File: config.mk
export PLATFORM = sky130hd
export DESIGN_NAME = hart_cluster
export DESIGN_NICKNAME = d
export VERILOG_FILES = /design/src/verilog/dmr_pkg.sv /design/src/verilog/op_stream_if.sv /design/src/verilog/hart_core.sv /design/src/verilog/dmr_regs.sv /design/src/verilog/dmr_unit.sv /design/src/verilog/hart_cluster.sv
export SDC_FILE = /design/constraint.sdc
export NUM_CORES = 1
export LEC_CHECK = 0
export BUFFER_PORTS_ARGS = -buffer_cell sky130_fd_sc_hd__buf_4
export CAP_MARGIN = 20
export CORE_AREA = 2 2 192 194
export CTS_CLUSTER_SIZE = 40
export DETAILED_ROUTE_END_ITERATION = 10
export DIE_AREA = 0 0 194 196
export GPL_TIMING_DRIVEN = 0
export PLACE_DENSITY = 0.63
export SLEW_MARGIN = 20
export SYNTH_ARGS = -nofsm -noshare
export SYNTH_HDL_FRONTEND = slang
export SYNTH_SLANG_ARGS = --single-unit
File: constraint.sdc
create_clock -name clk_i -period 11.66 [get_ports clk_i]
set_clock_uncertainty 0.05 [all_clocks]
set_input_delay 2.332 -clock clk_i [delete_from_list [all_inputs] [get_ports clk_i]]
set_output_delay 2.332 -clock clk_i [all_outputs]
set_load 0.02 [all_outputs]
File: src/verilog/dmr_pkg.sv
// ----------------------------------------
// DMR cluster package
// Opcodes, widths and register map shared
// by the hart cluster and its testbench
// ----------------------------------------

package dmr_pkg;

  // Cluster shape
  localparam int unsigned NumHarts      = 2;
  localparam int unsigned DataWidth     = 32;
  localparam int unsigned ErrCountWidth = 8;

  // Wishbone word bus
  localparam int unsigned BusWidth   = 32;
  localparam int unsigned WbAdrWidth = 2;

  // Hart operations
  typedef enum logic [1:0] {
    OP_ADD    = 2'd0,
    OP_XOR    = 2'd1,
    OP_ROTADD = 2'd2,
    OP_CLR    = 2'd3
  } opcode_e;

  // Register word addresses
  localparam logic [WbAdrWidth-1:0] RegCtrl   = 2'd0;
  localparam logic [WbAdrWidth-1:0] RegStatus = 2'd1;
  localparam logic [WbAdrWidth-1:0] RegId     = 2'd2;

  // Control register bits
  localparam int unsigned CtrlDmrEn  = 0;
  localparam int unsigned CtrlInject = 1;

  // Status register fields
  localparam int unsigned StatusSticky   = 0;
  localparam int unsigned StatusCountLsb = 8;

  // Reads back as "DMR2"
  localparam logic [BusWidth-1:0] IdValue = 32'h444D_5232;

endpackage

File: src/verilog/op_stream_if.sv
// ----------------------------------------
// Hart operation stream
// One operation per cycle plus setback
// ----------------------------------------

interface op_stream_if;

  import dmr_pkg::*;

  logic                 valid;
  opcode_e              opcode;
  logic [DataWidth-1:0] operand;
  // Clears the hart pipeline and accumulator
  logic                 setback;

  modport source (
    output valid,
    output opcode,
    output operand,
    output setback
  );

  modport sink (
    input valid,
    input opcode,
    input operand,
    input setback
  );

endinterface

File: src/verilog/hart_core.sv
// ----------------------------------------
// Accumulator hart
// Decode stage then execute stage, one
// operation per cycle
// ----------------------------------------

module hart_core (
  input  logic                          clk_i,
  input  logic                          reset_i,
  op_stream_if.sink                     op,
  output logic                          res_valid_o,
  output logic [dmr_pkg::DataWidth-1:0] res_data_o
);

  import dmr_pkg::*;

  // Decode stage
  logic                 dec_valid_q;
  opcode_e              dec_opcode_q;
  logic [DataWidth-1:0] dec_operand_q;

  // Execute stage
  logic [DataWidth-1:0] acc_q;
  logic [DataWidth-1:0] acc_next;
  logic                 res_valid_q;

  // Stage one takes the operation in the cycle it is valid
  always_ff @(posedge clk_i) begin
    if (reset_i || op.setback) begin
      dec_valid_q <= 1'b0;
    end else begin
      dec_valid_q <= op.valid;
    end
  end

  always_ff @(posedge clk_i) begin
    if (op.valid) begin
      dec_opcode_q  <= op.opcode;
      dec_operand_q <= op.operand;
    end
  end

  // Apply the decoded operation to the accumulator
  always_comb begin
    acc_next = acc_q;
    unique case (dec_opcode_q)
      OP_ADD: begin
        acc_next = acc_q + dec_operand_q;
      end
      OP_XOR: begin
        acc_next = acc_q ^ dec_operand_q;
      end
      OP_ROTADD: begin
        // Rotate left by one first
        acc_next = {acc_q[DataWidth-2:0], acc_q[DataWidth-1]} + dec_operand_q;
      end
      OP_CLR: begin
        acc_next = '0;
      end
      default: begin
        acc_next = acc_q;
      end
    endcase
  end

  always_ff @(posedge clk_i) begin
    if (reset_i || op.setback) begin
      acc_q       <= '0;
      res_valid_q <= 1'b0;
    end else begin
      res_valid_q <= dec_valid_q;
      if (dec_valid_q) begin
        acc_q <= acc_next;
      end
    end
  end

  // Result is the freshly updated accumulator
  assign res_valid_o = res_valid_q;
  assign res_data_o  = acc_q;

endmodule

File: src/verilog/dmr_regs.sv
// ----------------------------------------
// DMR register block
// Wishbone classic slave with control,
// status and identification words
// ----------------------------------------

module dmr_regs (
  input  logic                           clk_i,
  input  logic                           reset_i,
  input  logic                           wb_cyc_i,
  input  logic                           wb_stb_i,
  input  logic                           wb_we_i,
  input  logic [dmr_pkg::WbAdrWidth-1:0] wb_adr_i,
  input  logic [dmr_pkg::BusWidth-1:0]   wb_dat_i,
  output logic [dmr_pkg::BusWidth-1:0]   wb_dat_o,
  output logic                           wb_ack_o,
  output logic                           dmr_en_o,
  output logic                           inject_o,
  input  logic                           mismatch_i
);

  import dmr_pkg::*;

  logic                     wb_req;
  logic                     wb_wr;
  logic [BusWidth-1:0]      rdata;

  logic                     dmr_en_q;
  logic                     inject_q;
  logic                     sticky_q;
  logic [ErrCountWidth-1:0] count_q;
  logic                     status_clr;

  // New request only while no ack is out
  assign wb_req = wb_cyc_i && wb_stb_i && !wb_ack_o;
  assign wb_wr  = wb_req && wb_we_i;

  assign status_clr = wb_wr && (wb_adr_i == RegStatus) && wb_dat_i[StatusSticky];

  always_ff @(posedge clk_i) begin
    if (reset_i) begin
      wb_ack_o <= 1'b0;
    end else begin
      wb_ack_o <= wb_req;
    end
  end

  // Control word
  always_ff @(posedge clk_i) begin
    if (reset_i) begin
      dmr_en_q <= 1'b0;
      inject_q <= 1'b0;
    end else begin
      inject_q <= 1'b0;
      if (wb_wr && (wb_adr_i == RegCtrl)) begin
        dmr_en_q <= wb_dat_i[CtrlDmrEn];
        inject_q <= wb_dat_i[CtrlInject];
      end
    end
  end

  // Sticky flag and saturating mismatch counter
  always_ff @(posedge clk_i) begin
    if (reset_i || status_clr) begin
      sticky_q <= 1'b0;
      count_q  <= '0;
    end else if (mismatch_i) begin
      sticky_q <= 1'b1;
      if (count_q != '1) begin
        count_q <= count_q + 1'b1;
      end
    end
  end

  // Read mux, unmapped words read as zero
  always_comb begin
    rdata = '0;
    case (wb_adr_i)
      RegCtrl: begin
        rdata[CtrlDmrEn] = dmr_en_q;
      end
      RegStatus: begin
        rdata[StatusSticky]                        = sticky_q;
        rdata[StatusCountLsb +: ErrCountWidth]     = count_q;
      end
      RegId: begin
        rdata = IdValue;
      end
      default: begin
        rdata = '0;
      end
    endcase
  end

  // Data is held alongside ack
  always_ff @(posedge clk_i) begin
    if (wb_req) begin
      wb_dat_o <= rdata;
    end
  end

  assign dmr_en_o = dmr_en_q;
  assign inject_o = inject_q;

endmodule

File: src/verilog/dmr_unit.sv
// ----------------------------------------
// Dual modular redundancy unit
// Routes operations to the harts, injects
// faults and compares lockstep results
// ----------------------------------------

module dmr_unit (
  input  logic                                                  clk_i,
  input  logic                                                  reset_i,
  input  logic                                                  dmr_en_i,
  input  logic                                                  inject_i,
  output logic                                                  mismatch_o,
  input  logic              [dmr_pkg::NumHarts-1:0]                         op_valid_i,
  input  dmr_pkg::opcode_e  [dmr_pkg::NumHarts-1:0]                         op_code_i,
  input  logic              [dmr_pkg::NumHarts-1:0][dmr_pkg::DataWidth-1:0] op_data_i,
  op_stream_if.source                                           hart0_op_o,
  op_stream_if.source                                           hart1_op_o,
  input  logic              [dmr_pkg::NumHarts-1:0]                         hart_res_valid_i,
  input  logic              [dmr_pkg::NumHarts-1:0][dmr_pkg::DataWidth-1:0] hart_res_data_i,
  output logic              [dmr_pkg::NumHarts-1:0]                         res_valid_o,
  output logic              [dmr_pkg::NumHarts-1:0][dmr_pkg::DataWidth-1:0] res_data_o
);

  import dmr_pkg::*;

  logic                 dmr_en_q;
  logic                 setback_q;
  logic                 mismatch_q;
  logic                 fault_pending_q;
  logic                 fault_used;
  logic                 compare_en;
  logic                 results_differ;
  logic                 mismatch_det;
  logic [DataWidth-1:0] fault_mask;

  // Fault lands on the next lockstep operation of port 0
  assign fault_used = fault_pending_q && dmr_en_i && op_valid_i[0] && !setback_q;
  assign fault_mask = DataWidth'(fault_pending_q && dmr_en_i);

  always_ff @(posedge clk_i) begin
    if (reset_i) begin
      fault_pending_q <= 1'b0;
    end else if (inject_i) begin
      fault_pending_q <= 1'b1;
    end else if (fault_used) begin
      fault_pending_q <= 1'b0;
    end
  end

  // Hart 0 always serves port 0
  assign hart0_op_o.valid   = op_valid_i[0];
  assign hart0_op_o.opcode  = op_code_i[0];
  assign hart0_op_o.operand = op_data_i[0];
  assign hart0_op_o.setback = setback_q;

  // Hart 1 mirrors port 0 in lockstep
  always_comb begin
    if (dmr_en_i) begin
      hart1_op_o.valid   = op_valid_i[0];
      hart1_op_o.opcode  = op_code_i[0];
      hart1_op_o.operand = op_data_i[0] ^ fault_mask;
    end else begin
      hart1_op_o.valid   = op_valid_i[1];
      hart1_op_o.opcode  = op_code_i[1];
      hart1_op_o.operand = op_data_i[1];
    end
  end
  assign hart1_op_o.setback = setback_q;

  // Compare only once lockstep has settled and no setback is under way
  assign compare_en = dmr_en_i && dmr_en_q && !setback_q;

  assign results_differ = (hart_res_valid_i[0] != hart_res_valid_i[1]) ||
                          (hart_res_valid_i[0] && (hart_res_data_i[0] != hart_res_data_i[1]));

  assign mismatch_det = compare_en && results_differ;

  always_ff @(posedge clk_i) begin
    if (reset_i) begin
      dmr_en_q   <= 1'b0;
      setback_q  <= 1'b0;
      mismatch_q <= 1'b0;
    end else begin
      dmr_en_q   <= dmr_en_i;
      mismatch_q <= mismatch_det;
      // Resync on a mismatch or any mode change
      setback_q  <= mismatch_det || (dmr_en_i != dmr_en_q);
    end
  end

  assign mismatch_o = mismatch_q;

  // Port 1 is silent while its hart shadows hart 0
  assign res_valid_o[0] = hart_res_valid_i[0];
  assign res_valid_o[1] = hart_res_valid_i[1] && !dmr_en_i;
  assign res_data_o     = hart_res_data_i;

endmodule

File: src/verilog/hart_cluster.sv
// ----------------------------------------
// Two-hart DMR cluster top level
// Register block, redundancy unit and
// two accumulator harts
// ----------------------------------------

module hart_cluster (
  input  logic                                                 clk_i,
  input  logic                                                 reset_i,
  input  logic                                                 wb_cyc_i,
  input  logic                                                 wb_stb_i,
  input  logic                                                 wb_we_i,
  input  logic             [dmr_pkg::WbAdrWidth-1:0]           wb_adr_i,
  input  logic             [dmr_pkg::BusWidth-1:0]             wb_dat_i,
  output logic             [dmr_pkg::BusWidth-1:0]             wb_dat_o,
  output logic                                                 wb_ack_o,
  input  logic             [dmr_pkg::NumHarts-1:0]                         op_valid_i,
  input  dmr_pkg::opcode_e [dmr_pkg::NumHarts-1:0]                         op_code_i,
  input  logic             [dmr_pkg::NumHarts-1:0][dmr_pkg::DataWidth-1:0] op_data_i,
  output logic             [dmr_pkg::NumHarts-1:0]                         res_valid_o,
  output logic             [dmr_pkg::NumHarts-1:0][dmr_pkg::DataWidth-1:0] res_data_o,
  output logic                                                 redundancy_en_o,
  output logic                                                 mismatch_o
);

  import dmr_pkg::*;

  logic                                dmr_en;
  logic                                inject;
  logic                                mismatch;
  logic [NumHarts-1:0]                 hart_res_valid;
  logic [NumHarts-1:0][DataWidth-1:0]  hart_res_data;

  op_stream_if op_if0 ();
  op_stream_if op_if1 ();

  dmr_regs i_dmr_regs (
    .clk_i      ( clk_i    ),
    .reset_i    ( reset_i  ),
    .wb_cyc_i   ( wb_cyc_i ),
    .wb_stb_i   ( wb_stb_i ),
    .wb_we_i    ( wb_we_i  ),
    .wb_adr_i   ( wb_adr_i ),
    .wb_dat_i   ( wb_dat_i ),
    .wb_dat_o   ( wb_dat_o ),
    .wb_ack_o   ( wb_ack_o ),
    .dmr_en_o   ( dmr_en   ),
    .inject_o   ( inject   ),
    .mismatch_i ( mismatch )
  );

  dmr_unit i_dmr_unit (
    .clk_i            ( clk_i          ),
    .reset_i          ( reset_i        ),
    .dmr_en_i         ( dmr_en         ),
    .inject_i         ( inject         ),
    .mismatch_o       ( mismatch       ),
    .op_valid_i       ( op_valid_i     ),
    .op_code_i        ( op_code_i      ),
    .op_data_i        ( op_data_i      ),
    .hart0_op_o       ( op_if0.source  ),
    .hart1_op_o       ( op_if1.source  ),
    .hart_res_valid_i ( hart_res_valid ),
    .hart_res_data_i  ( hart_res_data  ),
    .res_valid_o      ( res_valid_o    ),
    .res_data_o       ( res_data_o     )
  );

  hart_core i_hart0 (
    .clk_i       ( clk_i             ),
    .reset_i     ( reset_i           ),
    .op          ( op_if0.sink       ),
    .res_valid_o ( hart_res_valid[0] ),
    .res_data_o  ( hart_res_data[0]  )
  );

  hart_core i_hart1 (
    .clk_i       ( clk_i             ),
    .reset_i     ( reset_i           ),
    .op          ( op_if1.sink       ),
    .res_valid_o ( hart_res_valid[1] ),
    .res_data_o  ( hart_res_data[1]  )
  );

  assign redundancy_en_o = dmr_en;
  assign mismatch_o      = mismatch;

endmodule

==> metrics <==
Area Overhead vs Synth=21.33%; Crit Path Class=flip-flop to flip-flop; Seq/Total Area, Yosys=34.45%; DR vias=10860; syn avg cell area=9.247 sq um; Clock Latency Late Sink=0.45 ns; CTS tree=yes; PnR worst setup slack=6.572 ns; status=complete, no violations; nets=1644; met2 Resource Use GR=31.62%; Total Negative Setup Slacks=0 ns; port bufs=164; P per Cell Area=122.2 mW/mm^2; cts hold-fix bufs=0; DRC=0; EDFF count, synth=78; vias per inst=5.594; Worst IR Drop VDD=0.0001130 V; gr busiest metal=met2; Mapped Area=0.01168 sq mm; synthesis-stage register bit count=162; Clock Root Buffer=clkbuf_16; die span in x=194 um; io pins=210; Slew headroom=37.24%; Congestion Overflow GR=0; total chip power=1732 uW; slew at the pin closest to its max-slew limit=0.9379 ns; distinct cell type count of the synthesized netlist=70; Die ar.=0.03802 sq mm; pins over their slew limit=0; per-cell routed wire length=20.90 um; DR pass1 iterations=5; ys flop type=dfxtp_1; critical path fanouts, max=10; RePlAce Congestion=0.9231; # Post-CTS Setup Buffers=0; Post-CTS Resized=0; htree depth=4; FP Rows=70; Num CTS Buffers=17; first-pass GRT wire length=61140 um; asr flop ratio synth=0%; Arr. time, crit path=5.34 ns; critical path startpoint category=flip-flop; GR Util All Layers=20.84%; CTS sink count=162; deepest clock path buffer count=2; Period minus WS final=5.088 ns; setup repair after global routing missed its margin=false; Post-Synthesis Cells=1263; Ys Warns=0; final period utilization=43.64%; CP required=11.92 ns; MaxCap Viol Count=0; DRT iter0 DRCs=1046; hpwl dp=32220 um; # diodes=0; cell area after layout=0.01417 sq mm; fmax=196.5 MHz; leakage=0.006032 uW; dpl cell area=0.01358 sq mm; Post-DRT Antenna Nets=0; core area=0.03608 sq mm; final hold violations=0; final WL=40580 um; M1 GR Usage=29.04%; worst slack at placement=6.801 ns; pin count of the biggest net entering global routing=37; Tightest Hold Check Type=flip-flop to flip-flop; Starting Density=32.36%; die height=196 um; # setup viols final=0; WHS=0.3921 ns; grt met3 use=5.673%; number of global-route vias before repair=10280; initial antenna violation count=0; Worst setup EP type=flip-flop; clk slew on worst S/H paths=0.07 ns; layout cells sized above 1=22.95%
[per-stage QoR]
| step | cells | utilization, % |
|---|---|---|
| after floorplan | 1276 | - |
| after global placement | 1908 | 37.53 |
| after detailed placement | 1909 | 37.64 |
| after CTS | 1941 | 39.27 |
| after global routing | 1941 | 39.27 |
| final | 1941 | 39.27 |
[worst max-delay path: stages (launching register included)]
cell      delay [ns]
edfxtp_1        0.32
clkbuf_1        0.46
inv_1           0.27
nand2_1         0.41
clkbuf_1        0.62
mux2_2          0.41
ha_1            0.23
fa_1            0.46
a211oi_1        0.38
o211a_1         0.24
or3_4           0.14
a21oi_2         0.09
a22o_1          0.27
a221oi_2        0.31
xor2_1          0.19
o22ai_1         0.08
[sequential cells by signal, summed over array words and instances, names as in the netlist]
| name | flops |
|---|---|
| i_dmr_regs.count_q | 8 |
| i_dmr_regs.dmr_en_o | 1 |
| i_dmr_regs.inject_o | 1 |
| i_dmr_regs.sticky_q | 1 |
| i_dmr_regs.wb_ack_o | 1 |
| i_dmr_regs.wb_dat_o | 10 |
| i_dmr_unit.dmr_en_q | 1 |
| i_dmr_unit.fault_pending_q | 1 |
| i_dmr_unit.hart0_op_o.setback | 1 |
| i_dmr_unit.mismatch_o | 1 |
| i_hart0.dec_opcode_q | 2 |
| i_hart0.dec_operand_q | 32 |
| i_hart0.dec_valid_q | 1 |
| i_hart0.res_data_o | 32 |
| i_hart0.res_valid_o | 1 |
| i_hart1.dec_opcode_q | 2 |
| i_hart1.dec_operand_q | 32 |
| i_hart1.dec_valid_q | 1 |
| i_hart1.res_data_o | 32 |
| i_hart1.res_valid_o | 1 |
[per-layer routing]
layer / vias up / wire (um)
met5: - / 0
met4: 0 / 917
met3: 67 / 4112
met2: 537 / 17410
met1: 5152 / 18140
li1: 5101 / -
[cell families after synthesis]
family	synth area share, %
AOI/OAI and AO/OA	22.26
xor gates and xnor gates	6.750
adders and majority gates	8.164
buffers and inverters	4.832
DFF	34.45
muxes	9.567
other	0.03211
and+or+nand+nor	13.94
[cell usage in the layout, fill, tap and decap left out, types with 6 or more instances in the layout]
master and instances:
conb_1 14, nor3b_1 44, nor3_1 12, a211oi_1 9, nand4_1 20, clkbuf_1 55
a31oi_1 10, nor4_1 8, o21a_1 6, o21ai_0 123, mux2_2 93, and3_1 18
and2_1 7, o22ai_1 16, o21bai_1 6, a22oi_1 17, ha_1 73, clkbuf_16 18
a32o_1 6, nor2b_1 11, edfxtp_1 78, dfxtp_1 84, mux2i_1 7, a221oi_1 17
inv_1 37, nand3_1 13, o32ai_1 10, o211ai_1 14, a21oi_1 88, inv_6 6
nand3b_1 10, buf_4 187, a21o_1 34, xor2_1 56, nand2_1 64, nand2b_1 8
xnor2_1 34, nor2_1 79, buf_1 7
[Yosys cell counts (6+ instances only)]
cell / count / share of area [%]
a211oi_1: 9 / 0.58
a21o_1: 34 / 2.2
a21oi_1: 88 / 3.8
a221oi_1: 17 / 1.3
a22oi_1: 17 / 1.1
a31oi_1: 10 / 0.54
a32o_1: 6 / 0.51
and2_1: 7 / 0.37
and3_1: 18 / 0.96
buf_1: 7 / 0.23
buf_4: 23 / 1.5
clkbuf_1: 55 / 1.8
dfxtp_1: 84 / 14
edfxtp_1: 78 / 20
ha_1: 73 / 7.8
inv_1: 37 / 1.2
mux2_2: 93 / 9.0
mux2i_1: 7 / 0.60
nand2_1: 64 / 2.1
nand2b_1: 8 / 0.43
nand3_1: 13 / 0.56
nand3b_1: 10 / 0.64
nand4_1: 20 / 1.1
nor2_1: 79 / 2.5
nor2b_1: 11 / 0.59
nor3_1: 12 / 0.51
nor3b_1: 44 / 2.8
nor4_1: 8 / 0.43
o211ai_1: 14 / 0.90
o21a_1: 6 / 0.39
o21ai_0: 124 / 5.3
o21bai_1: 6 / 0.39
o22ai_1: 16 / 0.86
o32ai_1: 10 / 0.75
xnor2_1: 34 / 2.5
xor2_1: 56 / 4.2
[cell type report]
type / count / area, sq um
Tap cell: 468 / 585.6
Timing Repair Buffer: 165 / 1259
Inverter: 37 / 138.9
Clock inverter: 14 / 136.4
Clock buffer: 18 / 450.4
Multi-Input combinational cell: 988 / 7151
Fill cell: 3592 / 21910
Buffer: 89 / 425.4
Sequential cell: 162 / 4024
[path summary, 6_finish.rpt]
| path | slack, ns | startpoint | to | depth (start not counted) |
|---|---|---|---|---|
| worst min register to register | 0.39 | i_dmr_regs.inject_o | i_dmr_unit.fault_pending_q | 2 |
| worst max register to register | 6.57 | i_hart0.dec_opcode_q[0] | i_hart0.res_data_o[30] | 15 |
| worst max-delay path | 6.57 | i_hart0.dec_opcode_q[0] | i_hart0.res_data_o[30] | 15 |
| worst min-delay path | 0.39 | i_dmr_regs.inject_o | i_dmr_unit.fault_pending_q | 2 |
[power breakdown]
group | leakage (uW) | switching, uW | internal (uW) | total (uW)
clock network | 0.000289 | 271 | 297 | 568
logic | 0.00430 | 267 | 198 | 466
registers | 0.00145 | 63.5 | 635 | 698
total | 0.00603 | 601 | 1130 | 1730
(Power assumes the default switching activity.)
